### config.mk
export PLATFORM = sky130hd
export DESIGN_NAME = wb_top
export DESIGN_NICKNAME = d
export VERILOG_FILES = /design/src/hw/wb_pkg.sv /design/src/hw/wb_top.sv /design/src/hw/wb_stage.sv /design/src/hw/csr_file.sv /design/src/hw/reg_file.sv
export SDC_FILE = /design/constraint.sdc
export NUM_CORES = 2
export LEC_CHECK = 0
export ABC_CLOCK_PERIOD_IN_PS = 14000
export BUFFER_PORTS_ARGS = -buffer_cell sky130_fd_sc_hd__clkbuf_2
export CAP_MARGIN = 5
export CORE_MARGIN = 2
export CORE_UTILIZATION = 55
export CTS_CLUSTER_DIAMETER = 120
export DETAILED_ROUTE_END_ITERATION = 10
export PLACE_DENSITY = 0.8
export SYNTH_ARGS = -nofsm -noshare
export SYNTH_HDL_FRONTEND = slang
export SYNTH_SLANG_ARGS = --single-unit
### constraint.sdc
create_clock -name clk -period 14 [get_ports clk]
set_clock_uncertainty 0.1 [all_clocks]
set_input_delay 4.2 -clock clk [delete_from_list [all_inputs] [get_ports clk]]
set_output_delay 4.2 -clock clk [all_outputs]
set_load 0.005 [all_outputs]
### src/hw/wb_pkg.sv
`default_nettype none

package wb_pkg;

    typedef logic [31:0] word_t;
    typedef logic [4:0]  reg_addr_t;
    typedef logic [13:0] csr_num_t;
    typedef logic [5:0]  ecode_t;
    typedef logic [8:0]  esubcode_t;
    // one bit per tlb instruction: srch, wr, fill, rd, inv (msb first)
    typedef logic [4:0]  tlb_op_t;

    // csr numbers
    localparam csr_num_t CSR_CRMD      = 14'h0;
    localparam csr_num_t CSR_PRMD      = 14'h1;
    localparam csr_num_t CSR_ESTAT     = 14'h5;
    localparam csr_num_t CSR_ERA       = 14'h6;
    localparam csr_num_t CSR_BADV      = 14'h7;
    localparam csr_num_t CSR_EENTRY    = 14'hc;
    localparam csr_num_t CSR_TLBIDX    = 14'h10;
    localparam csr_num_t CSR_TID       = 14'h40;
    localparam csr_num_t CSR_TLBRENTRY = 14'h88;

    // exception codes
    localparam ecode_t ECODE_PIL  = 6'h1;
    localparam ecode_t ECODE_PIS  = 6'h2;
    localparam ecode_t ECODE_PIF  = 6'h3;
    localparam ecode_t ECODE_PME  = 6'h4;
    localparam ecode_t ECODE_PPI  = 6'h7;
    localparam ecode_t ECODE_ADE  = 6'h8;
    localparam ecode_t ECODE_ALE  = 6'h9;
    localparam ecode_t ECODE_TLBR = 6'h3f;   // tlb refill

    // csr field positions
    localparam int CRMD_PLV_LSB    = 0;      // two bits, same place in prmd
    localparam int CRMD_IE_BIT     = 2;
    localparam int CRMD_DA_BIT     = 3;
    localparam int ESTAT_ECODE_LSB = 16;
    localparam int ESTAT_ESUB_LSB  = 22;
    localparam int TLBIDX_NE_BIT   = 31;

endpackage

`default_nettype wire
### src/hw/wb_top.sv
`timescale 1ns/1ps
`default_nettype none

module wb_top #(
    parameter int TLB_NUM = 16
) (
    input  wire                         clk,
    input  wire                         resetn,
    input  wire                         mem_valid,
    input  wb_pkg::word_t               mem_pc,
    input  wire                         mem_rf_we,
    input  wb_pkg::reg_addr_t           mem_rf_waddr,
    input  wb_pkg::word_t               mem_rf_wdata,
    input  wire                         mem_read_tid,
    input  wire                         mem_csr_re,
    input  wire                         mem_csr_we,
    input  wb_pkg::csr_num_t            mem_csr_num,
    input  wb_pkg::word_t               mem_csr_wmask,
    input  wb_pkg::word_t               mem_csr_wvalue,
    input  wire                         mem_ertn,
    input  wire                         mem_excep,
    input  wb_pkg::ecode_t              mem_ecode,
    input  wb_pkg::esubcode_t           mem_esubcode,
    input  wb_pkg::word_t               mem_badv,
    input  wb_pkg::tlb_op_t             mem_tlb_op,
    input  wire                         mem_srch_conflict,
    input  wire                         mem_tlbsrch_found,
    input  wire [$clog2(TLB_NUM)-1:0]   mem_tlbsrch_idx,
    output wire                         wb_allowin,
    output wire                         wb_to_ex_conflict,
    output wire                         wb_ex,
    output wire                         ertn_flush,
    output wb_pkg::ecode_t              ex_ecode,
    output wb_pkg::esubcode_t           ex_esubcode,
    output wb_pkg::word_t               ex_pc,
    output wb_pkg::word_t               ex_badv,
    output wire                         tlbsrch_en,
    output wire                         tlbsrch_found,
    output wire [$clog2(TLB_NUM)-1:0]   tlbsrch_idx,
    output wire                         tlb_wr,
    output wire                         tlb_fill,
    output wire                         tlb_rd,
    output wire                         refetch_flush,
    output wb_pkg::word_t               flush_entry,
    output wb_pkg::word_t               debug_wb_pc,
    output wire [3:0]                   debug_wb_rf_we,
    output wb_pkg::reg_addr_t           debug_wb_rf_wnum,
    output wb_pkg::word_t               debug_wb_rf_wdata,
    // decode read ports and forward path
    input  wb_pkg::reg_addr_t           raddr1,
    input  wb_pkg::reg_addr_t           raddr2,
    output wb_pkg::word_t               rdata1,
    output wb_pkg::word_t               rdata2,
    output wire                         wb_fwd_we,
    output wb_pkg::reg_addr_t           wb_fwd_waddr,
    output wb_pkg::word_t               wb_fwd_wdata
);

    wire              csr_re;
    wb_pkg::csr_num_t csr_num;
    wire              csr_we;
    wb_pkg::word_t    csr_wmask;
    wb_pkg::word_t    csr_wvalue;
    wb_pkg::word_t    csr_rvalue;

    // the forward path is the register write itself
    wb_stage #(.TLB_NUM(TLB_NUM)) wb_stage0 (
        .clk, .resetn,
        .mem_valid, .mem_pc, .mem_rf_we, .mem_rf_waddr, .mem_rf_wdata, .mem_read_tid,
        .mem_csr_re, .mem_csr_we, .mem_csr_num, .mem_csr_wmask, .mem_csr_wvalue,
        .mem_ertn, .mem_excep, .mem_ecode, .mem_esubcode, .mem_badv, .mem_tlb_op,
        .mem_srch_conflict, .mem_tlbsrch_found, .mem_tlbsrch_idx,
        .csr_rvalue, .wb_allowin,
        .rf_we(wb_fwd_we), .rf_waddr(wb_fwd_waddr), .rf_wdata(wb_fwd_wdata),
        .wb_to_ex_conflict,
        .csr_re, .csr_num, .csr_we, .csr_wmask, .csr_wvalue,
        .wb_ex, .ertn_flush, .ex_ecode, .ex_esubcode, .ex_pc, .ex_badv,
        .tlbsrch_en, .tlbsrch_found, .tlbsrch_idx, .tlb_wr, .tlb_fill, .tlb_rd,
        .refetch_flush, .flush_entry,
        .debug_wb_pc, .debug_wb_rf_we, .debug_wb_rf_wnum, .debug_wb_rf_wdata
    );

    csr_file #(.TLB_NUM(TLB_NUM)) csr_file0 (
        .clk, .resetn,
        .csr_re, .csr_num, .csr_we, .csr_wmask, .csr_wvalue,
        .wb_ex, .ertn_flush, .ex_ecode, .ex_esubcode, .ex_pc, .ex_badv,
        .tlbsrch_en, .tlbsrch_found, .tlbsrch_idx,
        .csr_rvalue
    );

    reg_file reg_file0 (
        .clk,
        .we(wb_fwd_we), .waddr(wb_fwd_waddr), .wdata(wb_fwd_wdata),
        .raddr1, .raddr2, .rdata1, .rdata2
    );

endmodule

`default_nettype wire

### src/hw/wb_stage.sv
`timescale 1ns/1ps
`default_nettype none

module wb_stage #(
    parameter int TLB_NUM = 16
) (
    input  wire                         clk,
    input  wire                         resetn,
    // from memory stage
    input  wire                         mem_valid,
    input  wb_pkg::word_t               mem_pc,
    input  wire                         mem_rf_we,
    input  wb_pkg::reg_addr_t           mem_rf_waddr,
    input  wb_pkg::word_t               mem_rf_wdata,
    input  wire                         mem_read_tid,
    input  wire                         mem_csr_re,
    input  wire                         mem_csr_we,
    input  wb_pkg::csr_num_t            mem_csr_num,
    input  wb_pkg::word_t               mem_csr_wmask,
    input  wb_pkg::word_t               mem_csr_wvalue,
    input  wire                         mem_ertn,
    input  wire                         mem_excep,
    input  wb_pkg::ecode_t              mem_ecode,
    input  wb_pkg::esubcode_t           mem_esubcode,
    input  wb_pkg::word_t               mem_badv,
    input  wb_pkg::tlb_op_t             mem_tlb_op,
    input  wire                         mem_srch_conflict,
    input  wire                         mem_tlbsrch_found,
    input  wire [$clog2(TLB_NUM)-1:0]   mem_tlbsrch_idx,
    input  wb_pkg::word_t               csr_rvalue,
    output wire                         wb_allowin,
    // register file write, also forwarded to decode
    output wire                         rf_we,
    output wb_pkg::reg_addr_t           rf_waddr,
    output wb_pkg::word_t               rf_wdata,
    output wire                         wb_to_ex_conflict,
    // csr request
    output wire                         csr_re,
    output wb_pkg::csr_num_t            csr_num,
    output wire                         csr_we,
    output wb_pkg::word_t               csr_wmask,
    output wb_pkg::word_t               csr_wvalue,
    // exception / ertn / tlb events
    output wire                         wb_ex,
    output wire                         ertn_flush,
    output wb_pkg::ecode_t              ex_ecode,
    output wb_pkg::esubcode_t           ex_esubcode,
    output wb_pkg::word_t               ex_pc,
    output wb_pkg::word_t               ex_badv,
    output wire                         tlbsrch_en,
    output wire                         tlbsrch_found,
    output wire [$clog2(TLB_NUM)-1:0]   tlbsrch_idx,
    output wire                         tlb_wr,
    output wire                         tlb_fill,
    output wire                         tlb_rd,
    output wire                         refetch_flush,
    output wb_pkg::word_t               flush_entry,
    // trace
    output wb_pkg::word_t               debug_wb_pc,
    output wire [3:0]                   debug_wb_rf_we,
    output wb_pkg::reg_addr_t           debug_wb_rf_wnum,
    output wb_pkg::word_t               debug_wb_rf_wdata
);

    logic                       wb_valid;
    wb_pkg::word_t              wb_pc;
    logic                       wb_rf_we;
    wb_pkg::reg_addr_t          wb_rf_waddr;
    wb_pkg::word_t              wb_rf_wdata;
    logic                       wb_read_tid;
    logic                       wb_csr_re;
    logic                       wb_csr_we;
    wb_pkg::csr_num_t           wb_csr_num;
    wb_pkg::word_t              wb_csr_wmask;
    wb_pkg::word_t              wb_csr_wvalue;
    logic                       wb_ertn;
    logic                       wb_excep;
    wb_pkg::ecode_t             wb_ecode;
    wb_pkg::esubcode_t          wb_esubcode;
    wb_pkg::word_t              wb_badv;
    wb_pkg::tlb_op_t            wb_tlb_op;
    logic                       wb_srch_conflict;
    logic                       wb_srch_found;
    logic [$clog2(TLB_NUM)-1:0] wb_srch_idx;
    wb_pkg::word_t              final_wdata;

    assign wb_allowin = 1'b1;   // writeback never stalls

    // an ex/ertn item drops out unless a new one replaces it
    always_ff @(posedge clk) begin
        if (!resetn) begin
            wb_valid <= 1'b0;
        end else begin
            wb_valid <= mem_valid;
        end
    end

    always_ff @(posedge clk) begin
        if (mem_valid) begin
            wb_pc            <= mem_pc;
            wb_rf_we         <= mem_rf_we;
            wb_rf_waddr      <= mem_rf_waddr;
            wb_rf_wdata      <= mem_rf_wdata;
            wb_read_tid      <= mem_read_tid;
            wb_csr_re        <= mem_csr_re;
            wb_csr_we        <= mem_csr_we;
            wb_csr_num       <= mem_csr_num;
            wb_csr_wmask     <= mem_csr_wmask;
            wb_csr_wvalue    <= mem_csr_wvalue;
            wb_ertn          <= mem_ertn;
            wb_excep         <= mem_excep;
            wb_ecode         <= mem_ecode;
            wb_esubcode      <= mem_esubcode;
            wb_badv          <= mem_badv;
            wb_tlb_op        <= mem_tlb_op;
            wb_srch_conflict <= mem_srch_conflict;
            wb_srch_found    <= mem_tlbsrch_found;
            wb_srch_idx      <= mem_tlbsrch_idx;
        end
    end

    assign wb_ex      = wb_valid & wb_excep;
    assign ertn_flush = wb_valid & wb_ertn;

    // csrrd and rdcntid both take the csr read data
    assign final_wdata = (wb_csr_re | wb_read_tid) ? csr_rvalue : wb_rf_wdata;

    assign rf_we    = wb_valid & wb_rf_we & ~wb_excep;
    assign rf_waddr = wb_rf_waddr;
    assign rf_wdata = final_wdata;

    assign wb_to_ex_conflict = wb_valid & wb_srch_conflict;

    // exception entry and ertn steal the csr read port for the target
    assign csr_re  = wb_valid & (wb_csr_re | wb_read_tid | wb_excep | wb_ertn);
    assign csr_num = wb_ex       ? ((wb_ecode == wb_pkg::ECODE_TLBR) ? wb_pkg::CSR_TLBRENTRY
                                                                     : wb_pkg::CSR_EENTRY)
                   : ertn_flush  ? wb_pkg::CSR_ERA
                   : wb_read_tid ? wb_pkg::CSR_TID
                   : wb_csr_num;
    assign csr_we     = wb_valid & wb_csr_we & ~wb_excep;
    assign csr_wmask  = wb_csr_wmask;
    assign csr_wvalue = wb_csr_wvalue;

    assign ex_ecode    = wb_ecode;
    assign ex_esubcode = wb_esubcode;
    assign ex_pc       = wb_pc;
    assign ex_badv     = wb_badv;

    assign tlbsrch_en    = wb_valid & wb_tlb_op[4];
    assign tlbsrch_found = wb_srch_found;
    assign tlbsrch_idx   = wb_srch_idx;
    assign tlb_wr        = wb_valid & wb_tlb_op[3];
    assign tlb_fill      = wb_valid & wb_tlb_op[2];
    assign tlb_rd        = wb_valid & wb_tlb_op[1];

    // tlb changes the mapping, refetch from the next pc (invtlb included)
    assign refetch_flush = wb_valid & (|wb_tlb_op[3:0]);
    assign flush_entry   = (wb_ex | ertn_flush) ? csr_rvalue : wb_pc + 32'd4;

    assign debug_wb_pc       = wb_pc;
    assign debug_wb_rf_we    = {4{rf_we}};
    assign debug_wb_rf_wnum  = wb_rf_waddr;
    assign debug_wb_rf_wdata = final_wdata;

endmodule

`default_nettype wire

### src/hw/csr_file.sv
`timescale 1ns/1ps
`default_nettype none

module csr_file #(
    parameter int TLB_NUM = 16
) (
    input  wire                         clk,
    input  wire                         resetn,
    input  wire                         csr_re,
    input  wb_pkg::csr_num_t            csr_num,
    input  wire                         csr_we,
    input  wb_pkg::word_t               csr_wmask,
    input  wb_pkg::word_t               csr_wvalue,
    input  wire                         wb_ex,
    input  wire                         ertn_flush,
    input  wb_pkg::ecode_t              ex_ecode,
    input  wb_pkg::esubcode_t           ex_esubcode,
    input  wb_pkg::word_t               ex_pc,
    input  wb_pkg::word_t               ex_badv,
    input  wire                         tlbsrch_en,
    input  wire                         tlbsrch_found,
    input  wire [$clog2(TLB_NUM)-1:0]   tlbsrch_idx,
    output wb_pkg::word_t               csr_rvalue
);

    localparam int IDXW = $clog2(TLB_NUM);

    // bits that software may change per csr
    localparam wb_pkg::word_t CRMD_WBITS   = 32'h0000_01ff;
    localparam wb_pkg::word_t PRMD_WBITS   = 32'h0000_0007;
    localparam wb_pkg::word_t ESTAT_WBITS  = 32'h0000_0003;  // swi only
    localparam wb_pkg::word_t ENTRY_WBITS  = 32'hffff_ffc0;  // 64-byte aligned
    localparam wb_pkg::word_t TLBIDX_WBITS = 32'hbf00_0000 | ((32'd1 << IDXW) - 32'd1);

    wb_pkg::word_t crmd;
    wb_pkg::word_t prmd;
    wb_pkg::word_t estat;
    wb_pkg::word_t era;
    wb_pkg::word_t badv;
    wb_pkg::word_t eentry;
    wb_pkg::word_t tlbidx;
    wb_pkg::word_t tid;
    wb_pkg::word_t tlbrentry;
    wb_pkg::word_t rd_value;
    logic          badv_load;

    // masked write of the current request into old_v
    function automatic wb_pkg::word_t merge(input wb_pkg::word_t old_v,
                                            input wb_pkg::word_t wbits);
        wb_pkg::word_t m;
        m = csr_wmask & wbits;
        return (old_v & ~m) | (csr_wvalue & m);
    endfunction

    // address-type exceptions carry a bad virtual address
    assign badv_load = ex_ecode inside {wb_pkg::ECODE_ADE, wb_pkg::ECODE_ALE,
                                        wb_pkg::ECODE_PIL, wb_pkg::ECODE_PIS,
                                        wb_pkg::ECODE_PIF, wb_pkg::ECODE_PME,
                                        wb_pkg::ECODE_PPI};

    always_ff @(posedge clk) begin
        if (!resetn) begin
            crmd      <= 32'h0000_0008;   // da=1, plv0, ie off
            prmd      <= 32'd0;
            estat     <= 32'd0;
            era       <= 32'd0;
            badv      <= 32'd0;
            eentry    <= 32'd0;
            tlbidx    <= 32'd0;
            tid       <= 32'd0;
            tlbrentry <= 32'd0;
        end else begin
            if (csr_we) begin
                case (csr_num)
                    wb_pkg::CSR_CRMD:      crmd      <= merge(crmd, CRMD_WBITS);
                    wb_pkg::CSR_PRMD:      prmd      <= merge(prmd, PRMD_WBITS);
                    wb_pkg::CSR_ESTAT:     estat     <= merge(estat, ESTAT_WBITS);
                    wb_pkg::CSR_ERA:       era       <= merge(era, 32'hffff_ffff);
                    wb_pkg::CSR_BADV:      badv      <= merge(badv, 32'hffff_ffff);
                    wb_pkg::CSR_EENTRY:    eentry    <= merge(eentry, ENTRY_WBITS);
                    wb_pkg::CSR_TLBIDX:    tlbidx    <= merge(tlbidx, TLBIDX_WBITS);
                    wb_pkg::CSR_TID:       tid       <= merge(tid, 32'hffff_ffff);
                    wb_pkg::CSR_TLBRENTRY: tlbrentry <= merge(tlbrentry, ENTRY_WBITS);
                    default: ;
                endcase
            end
            if (wb_ex) begin
                // save mode, then drop to plv0 with interrupts off
                prmd[wb_pkg::CRMD_PLV_LSB +: 2] <= crmd[wb_pkg::CRMD_PLV_LSB +: 2];
                prmd[wb_pkg::CRMD_IE_BIT]       <= crmd[wb_pkg::CRMD_IE_BIT];
                crmd[wb_pkg::CRMD_PLV_LSB +: 2] <= 2'b00;
                crmd[wb_pkg::CRMD_IE_BIT]       <= 1'b0;
                if (ex_ecode == wb_pkg::ECODE_TLBR) begin
                    crmd[wb_pkg::CRMD_DA_BIT] <= 1'b1;   // refill runs untranslated
                end
                estat[wb_pkg::ESTAT_ECODE_LSB +: 6] <= ex_ecode;
                estat[wb_pkg::ESTAT_ESUB_LSB +: 9]  <= ex_esubcode;
                era <= ex_pc;
                if (badv_load) begin
                    badv <= ex_badv;
                end
            end
            if (ertn_flush) begin
                crmd[wb_pkg::CRMD_PLV_LSB +: 2] <= prmd[wb_pkg::CRMD_PLV_LSB +: 2];
                crmd[wb_pkg::CRMD_IE_BIT]       <= prmd[wb_pkg::CRMD_IE_BIT];
                if (estat[wb_pkg::ESTAT_ECODE_LSB +: 6] == wb_pkg::ECODE_TLBR) begin
                    crmd[wb_pkg::CRMD_DA_BIT] <= 1'b0;   // back from refill
                end
            end
            if (tlbsrch_en) begin
                if (tlbsrch_found) begin
                    tlbidx[IDXW-1:0]              <= tlbsrch_idx;
                    tlbidx[wb_pkg::TLBIDX_NE_BIT] <= 1'b0;
                end else begin
                    tlbidx[wb_pkg::TLBIDX_NE_BIT] <= 1'b1;   // no match
                end
            end
        end
    end

    always_comb begin
        case (csr_num)
            wb_pkg::CSR_CRMD:      rd_value = crmd;
            wb_pkg::CSR_PRMD:      rd_value = prmd;
            wb_pkg::CSR_ESTAT:     rd_value = estat;
            wb_pkg::CSR_ERA:       rd_value = era;
            wb_pkg::CSR_BADV:      rd_value = badv;
            wb_pkg::CSR_EENTRY:    rd_value = eentry;
            wb_pkg::CSR_TLBIDX:    rd_value = tlbidx;
            wb_pkg::CSR_TID:       rd_value = tid;
            wb_pkg::CSR_TLBRENTRY: rd_value = tlbrentry;
            default:               rd_value = 32'd0;   // unknown csr
        endcase
    end

    assign csr_rvalue = csr_re ? rd_value : 32'd0;

endmodule

`default_nettype wire

### src/hw/reg_file.sv
`timescale 1ns/1ps
`default_nettype none

module reg_file (
    input  wire               clk,
    input  wire               we,
    input  wb_pkg::reg_addr_t waddr,
    input  wb_pkg::word_t     wdata,
    input  wb_pkg::reg_addr_t raddr1,
    input  wb_pkg::reg_addr_t raddr2,
    output wb_pkg::word_t     rdata1,
    output wb_pkg::word_t     rdata2
);

    wb_pkg::word_t regs [0:31];

    always_ff @(posedge clk) begin
        if (we && waddr != 5'd0) begin   // r0 is never stored
            regs[waddr] <= wdata;
        end
    end

    // read ports
    assign rdata1 = (raddr1 == 5'd0) ? 32'd0 : regs[raddr1];
    assign rdata2 = (raddr2 == 5'd0) ? 32'd0 : regs[raddr2];

endmodule

`default_nettype wire

# Yosys cells after proc, flatten, opt, wreduce, memory -nomap -nowiden
# Memory sizes are Yosys's and may differ from the RTL's.
# Index checks and enable logic that the tools add are counted.
dict set report word_totals {
  register_bits 500
  ram_bits 1024
  inputBits 224
  out_inout_bits 300
  word_cells 166
  n_memories 1
}
dict set report classes {
  add_sub_neg 1
  n_eq_ne 17
  muxes 37
  n_bitwise 48
  reduce_logical 27
}
# name words word_bits read_ports rd_ports_with_merged_regs wr line_no
set memory_table {}
lappend memory_table {reg_file0.regs 32 32 2 0 1 reg_file.sv:15} ;# wb_pkg::word_t regs [0:31];
# op count
set op_table {}
lappend op_table {{$mux W32} 14}
lappend op_table {{$and A32 B32 Y32} 12}
lappend op_table {{$or A32 B32 Y32} 9}
lappend op_table {{$pmux W32 S9} 1}
lappend op_table {{$not A32 Y32} 3}
lappend op_table {{$mux W31} 2}
lappend op_table {{$eq A14 B3 Y1 const B} 3}
lappend op_table {{$mux W14} 3}
lappend op_table {{$add A32 B3 Y32 const B} 1}
lappend op_table {{$and A32 B2 Y32} 1}
lappend op_table {{$and A32 B3 Y32} 1}
lappend op_table {{$and A32 B9 Y32} 1}
lappend op_table {{$not A2 Y32} 1}
lappend op_table {{$not A3 Y32} 1}
lappend op_table {{$not A9 Y32} 1}
lappend op_table {{$mux W4} 6}
lappend op_table {{$reduce_and A2 Y1} 12}
lappend op_table {{$mux W15} 1}
lappend op_table {{$eq A14 B1 Y1 const B} 1}
lappend op_table {{$eq A14 B4 Y1 const B} 1}
lappend op_table {{$eq A14 B5 Y1 const B} 1}
lappend op_table {{$eq A14 B7 Y1 const B} 1}
lappend op_table {{$eq A14 B8 Y1 const B} 1}
lappend op_table {{$logic_not A14 Y1} 1}
lappend op_table {{18 further kinds} 51}

# Longest topological paths before layout
dict set report logic_depth {
  ltp_word 10
  ltp_mapped 11
  depth_no_buf 7
}

# Cells and area by module
# A second synthesis with hierarchy kept.
dict set report hier_totals {
  hier_cells 4299
  hier_area_um2 66317.4
}
# mod n_inst cells_per_inst area_per_inst_um2 seq_area_each_um2
set by_module_without_submodules {}
lappend by_module_without_submodules {reg_file 1 2564 47904.7 30749.5}
lappend by_module_without_submodules {csr_file 1 1203 9930.8 3763.6}
lappend by_module_without_submodules {wb_stage 1 532 8481.9 6356.1}

# Worst setup path after synthesis
# No wires, ideal clock.
dict set report synth_path {
  path_type {input port to output port}
  from {in raddr2[0]}
  to {out rdata2[10]}
  t_arrival_ps 6319
  required_time_ps 9700
  slack_ps 3381
  path_stages 7
  n_path_buf 3
  path_cell_list {buf_2 buf_2 buf_1 mux4_2 mux4_2 mux2i_1 nor2_1}
}
dict set report synth_via {
  elab_chain_cells 2
  word_cells_on_any_way 3
  classes_between {1 x mux; 1 x reduce/logical; 1 x memory}
}
# item line_no
set synth_lines {}
lappend synth_lines {{start: declaration} wb_top.sv:51} ;# input wb_pkg::reg_addr_t raddr2,
lappend synth_lines {{$mem_v2 Z32 W32 / $logic_not A5 Y1 (equally long branches)} --}
lappend synth_lines {{$mux W32 (*)} reg_file.sv:25} ;# assign rdata2 = (raddr2 == 5'd0) ? 32'd0 : regs[raddr2];
lappend synth_lines {{end: declaration} wb_top.sv:53} ;# output wb_pkg::word_t rdata2,
# Every way passes the cells marked *; elsewhere a longest branch is shown, timed or not.

# Worst setup path in the final report
dict set report layout_path {
  from {in raddr1[3]}
  to {out rdata1[6]}
}
dict set report layout_via {
  elab_chain_cells 2
  word_cells_on_any_way 3
  classes_between {1 x mux; 1 x reduce/logical; 1 x memory}
}
# item line_no
set layout_lines {}
lappend layout_lines {{start: declaration} wb_top.sv:50} ;# input wb_pkg::reg_addr_t raddr1,
lappend layout_lines {{$mem_v2 Z32 W32 / $logic_not A5 Y1 (equally long branches)} --}
lappend layout_lines {{$mux W32 (*)} reg_file.sv:24} ;# assign rdata1 = (raddr1 == 5'd0) ? 32'd0 : regs[raddr1];
lappend layout_lines {{end: declaration} wb_top.sv:52} ;# output wb_pkg::word_t rdata1,
# Marks and branches as above.

==> results_dict.tcl <==
set metrics [dict create \
    ys_seq_elements 1424 \
    yosysMostFrequentCell "edfxtp_1" \
    slew_viol_final 0 \
    ios 524 \
    status "finished, final reports clean" \
    grt_pass1_vias 43400 \
    hold_buffers 0 \
    clockRootBuffer "clkbuf_16" \
    slowest_delay_ps 890 \
    synth_ff_type "edfxtp_1" \
    wl_met2_um 99500 \
    cts_resized 0 \
    whs_path_depth 2 \
    synth_top_area_share_pct 56.8 \
    clockBufferDepth 3 \
    r2r_slack_ps 9670 \
    slew_headroom_pct 12.7 \
    clkPwrFrac_pct 40.7 \
    synthArstFlopShare_pct 0 \
    grt_overflow 0 \
    drc_errors 0 \
    synth_top_cell_by_area "edfxtp_1" \
    path_max_fanout 25 \
    placed_cell_area_um2 69800 \
    final_period_minus_worst_setup_slack_ps 11970 \
    swShare_pct 23.6 \
    htree_levels 4 \
    synth_common_cells "edfxtp_1, mux4_2, nand2_1" \
    cp-end-kind "output port" \
    regArea_um2 40900 \
    tritoncts "yes" \
    die_area_um2 122000 \
    postCtsSetupRepairBufs 0 \
    cts.sinks 1424 \
    timing.final.crit_share_pct 85.5 \
    fillers 7969 \
    die_w_um 349 \
    power_density_nw_per_um2 126 \
    topRoutingLayerUsed "met4" \
    clk_latency_ps 770 \
    r2r-start "wb_stage0.wb_read_tid" \
    p_seq_share_pct 51.0 \
    syn_to_final_growth_pct 14.0 \
    rows 126 \
    final.setup.tns_ps 0 \
    drt-met1-wl_um 69100 \
    portBuffers 522 \
    yosys-top-cells-area "edfxtp_1, mux4_2, dfxtp_1" \
    drtAntennaViolNets 0 \
    hold_class "reg2reg" \
    grt_use_total_pct 34.8 \
    vias_per_cell 7.19 \
    die_h_um 349 \
    path_clk_slew_ps 60 \
    path_class "in2out" \
    p_sw_mw 2.21 \
    critPathTopFamily "buffers and inverters" \
    multi_input_area_um2 23200 \
    yosys_warnings 0 \
    slowest_stage "a211oi_1" \
    grt_start_max_net_pins 154 \
    fmax_ghz 0.0835 \
    start_util_pct 55.4 \
    final_area_um2 74500 \
    syn_area_um2 65300 \
    r2r_end "reg_file0.regs[25][24]" \
    path_common_cell "buf_4" \
    holdWs_ps 366 \
    dpl.hpwl_um 120000 \
    vias 43500 \
    routed_wl_um 212000 \
    drive_gt1_share_pct 34.3 \
    combPwrFrac_pct 8.3 \
    p_leak_nw 27.1 \
    core-area_um2 118000 \
    wl_met3_um 28200 \
    rsz0062_at_grt "false" \
    wire_per_inst_um 35.1 \
    required_ps 9700 \
    worst_pin_slew_ps 1290 \
    synth_cells 3940 \
    synth_edf_count 1235 \
    synth.avg_cell_area_um2 16.6 \
    antenna_found_initial 3 \
    cts_inserted_buffers 147 \
    peakVddDrop_mv 0.126 \
    routabilityCongestion 0.905 \
    netlist-cell-type-count 69 \
    drv_cap 0 \
    dr.pass1.iters 6 \
    start_kind "input pin" \
    final_nets 4615 \
    grt_pass1_wl_um 301000 \
    cell_internal_pwr_mw 7.18 \
    finalHoldViolCount 0 \
    drt_iter0_markers 7077 \
    reg2reg_depth 9 \
    setup_viol 0 \
    cp.arrival_ps 7670 \
    cp_num_buf_inv 4 \
    crit_chain "buf_4 -> buf_4 -> nor2b_4 -> buf_4 -> a211oi_1 -> a211oi_1 -> clkbuf_2" \
    ys_seq_area_share_pct 62.6 \
]
worst register-to-register path, cell delays in order, from the launching register on:
cell and delay (ps):
edfxtp_1 740, and3b_1 250, o221ai_1 440, or2_1 200
buf_4 480, o21ai_0 280, a221oi_4 320, buf_4 580
o21ai_2 320, buf_4 300
flip-flops by register name (all words and copies together), names as in the netlist, 5 cells and up, named ones only:
name,cells
csr_file0.tlbidx,5
wb_stage0.ex_ecode,6
wb_stage0.wb_rf_wdata,32
wb_stage0.debug_wb_rf_wnum,5
wb_stage0.csr_wvalue,32
wb_stage0.ex_esubcode,9
wb_stage0.wb_tlb_op,5
wb_stage0.debug_wb_pc,32
wb_stage0.csr_wmask,32
reg_file0.regs,1024
wb_stage0.ex_badv,32
csr_file0.estat,15
csr_file0.badv,32
wb_stage0.wb_csr_num,14
routing by layer:
metal	track usage, %	vias to the layer above
met5	0	-
met1	43.1	21700
met3	9.22	901
li1	-	16900
met2	54.8	3967
met4	22.1	0
through the flow:
| step | utilization (%) | worst slack [ps] | cells | power [mW] |
|---|---|---|---|---|
| floorplan | - | 3380 | 3971 | 5.28 |
| global placement | 59.2 | 2350 | 5777 | 5.62 |
| detailed placement | 59.2 | 2270 | 5777 | 5.63 |
| CTS | 63.2 | 2230 | 6040 | 9.39 |
| global route | 63.2 | 2120 | 6043 | 9.59 |
| finish | 63.2 | 2030 | 6045 | 9.39 |
worst max path at each step:
stage / start / to / slack, ps / cells after the start
2_1_floorplan: raddr2[0] / rdata2[10] / 3380 / 7
3_3_place_gp: raddr2[0] / rdata2[1] / 2350 / 7
3_5_place_dp: raddr1[3] / rdata1[6] / 2270 / 7
4_1_cts: raddr1[3] / rdata1[6] / 2230 / 7
6_report: raddr1[3] / rdata1[6] / 2030 / 7
5_1_grt: raddr1[3] / rdata1[6] / 2120 / 7
cells by family after synthesis:
logic type	synth area share, %
buffers and inverters	2.83
xor gates and xnor gates	0.375
other	0.0115
AOI/OAI and AO/OA	6.23
muxes	23.4
adders and majority gates	0.0191
and+or+nand+nor	4.59
DFF	62.6
power by group through the flow:
stage / Combinational (mW) / Sequential, mW / Clock, mW
2_1_floorplan: 0.451 / 4.83 / 0
3_3_place_gp: 0.747 / 4.87 / 0
3_5_place_dp: 0.759 / 4.88 / 0
4_1_cts: 0.767 / 4.79 / 3.84
5_1_grt: 0.811 / 4.79 / 3.99
6_report: 0.776 / 4.79 / 3.82
cell type report:
type / count / share of cell area [%]
diodes: 5 / 0.0168
clock buffers: 202 / 5.62
clock inverters: 61 / 0.627
inverters: 7 / 0.0353
multi-input cells: 2156 / 31.2
flip-flops and latches: 1424 / 54.9
well taps: 1536 / 2.58
repair buffers: 654 / 5.05
cells in the final DEF (no fill, tap or decap), types with 36 or more instances in the layout:
cell type	netlist	routed
mux4_2	550	550
mux2i_1	250	250
nor2_1	104	69
dfxtp_1	189	189
nor3_1	38	36
o21ai_0	162	135
a21oi_1	184	184
edfxtp_1	1235	1235
clkbuf_2	1	511
buf_4	78	130
clkbuf_16	0	157
nand3_1	75	75
a41o_1	52	52
nand2_1	287	285
nor2b_1	42	41
No activity file was read; power rests on OpenSTA's default activity.
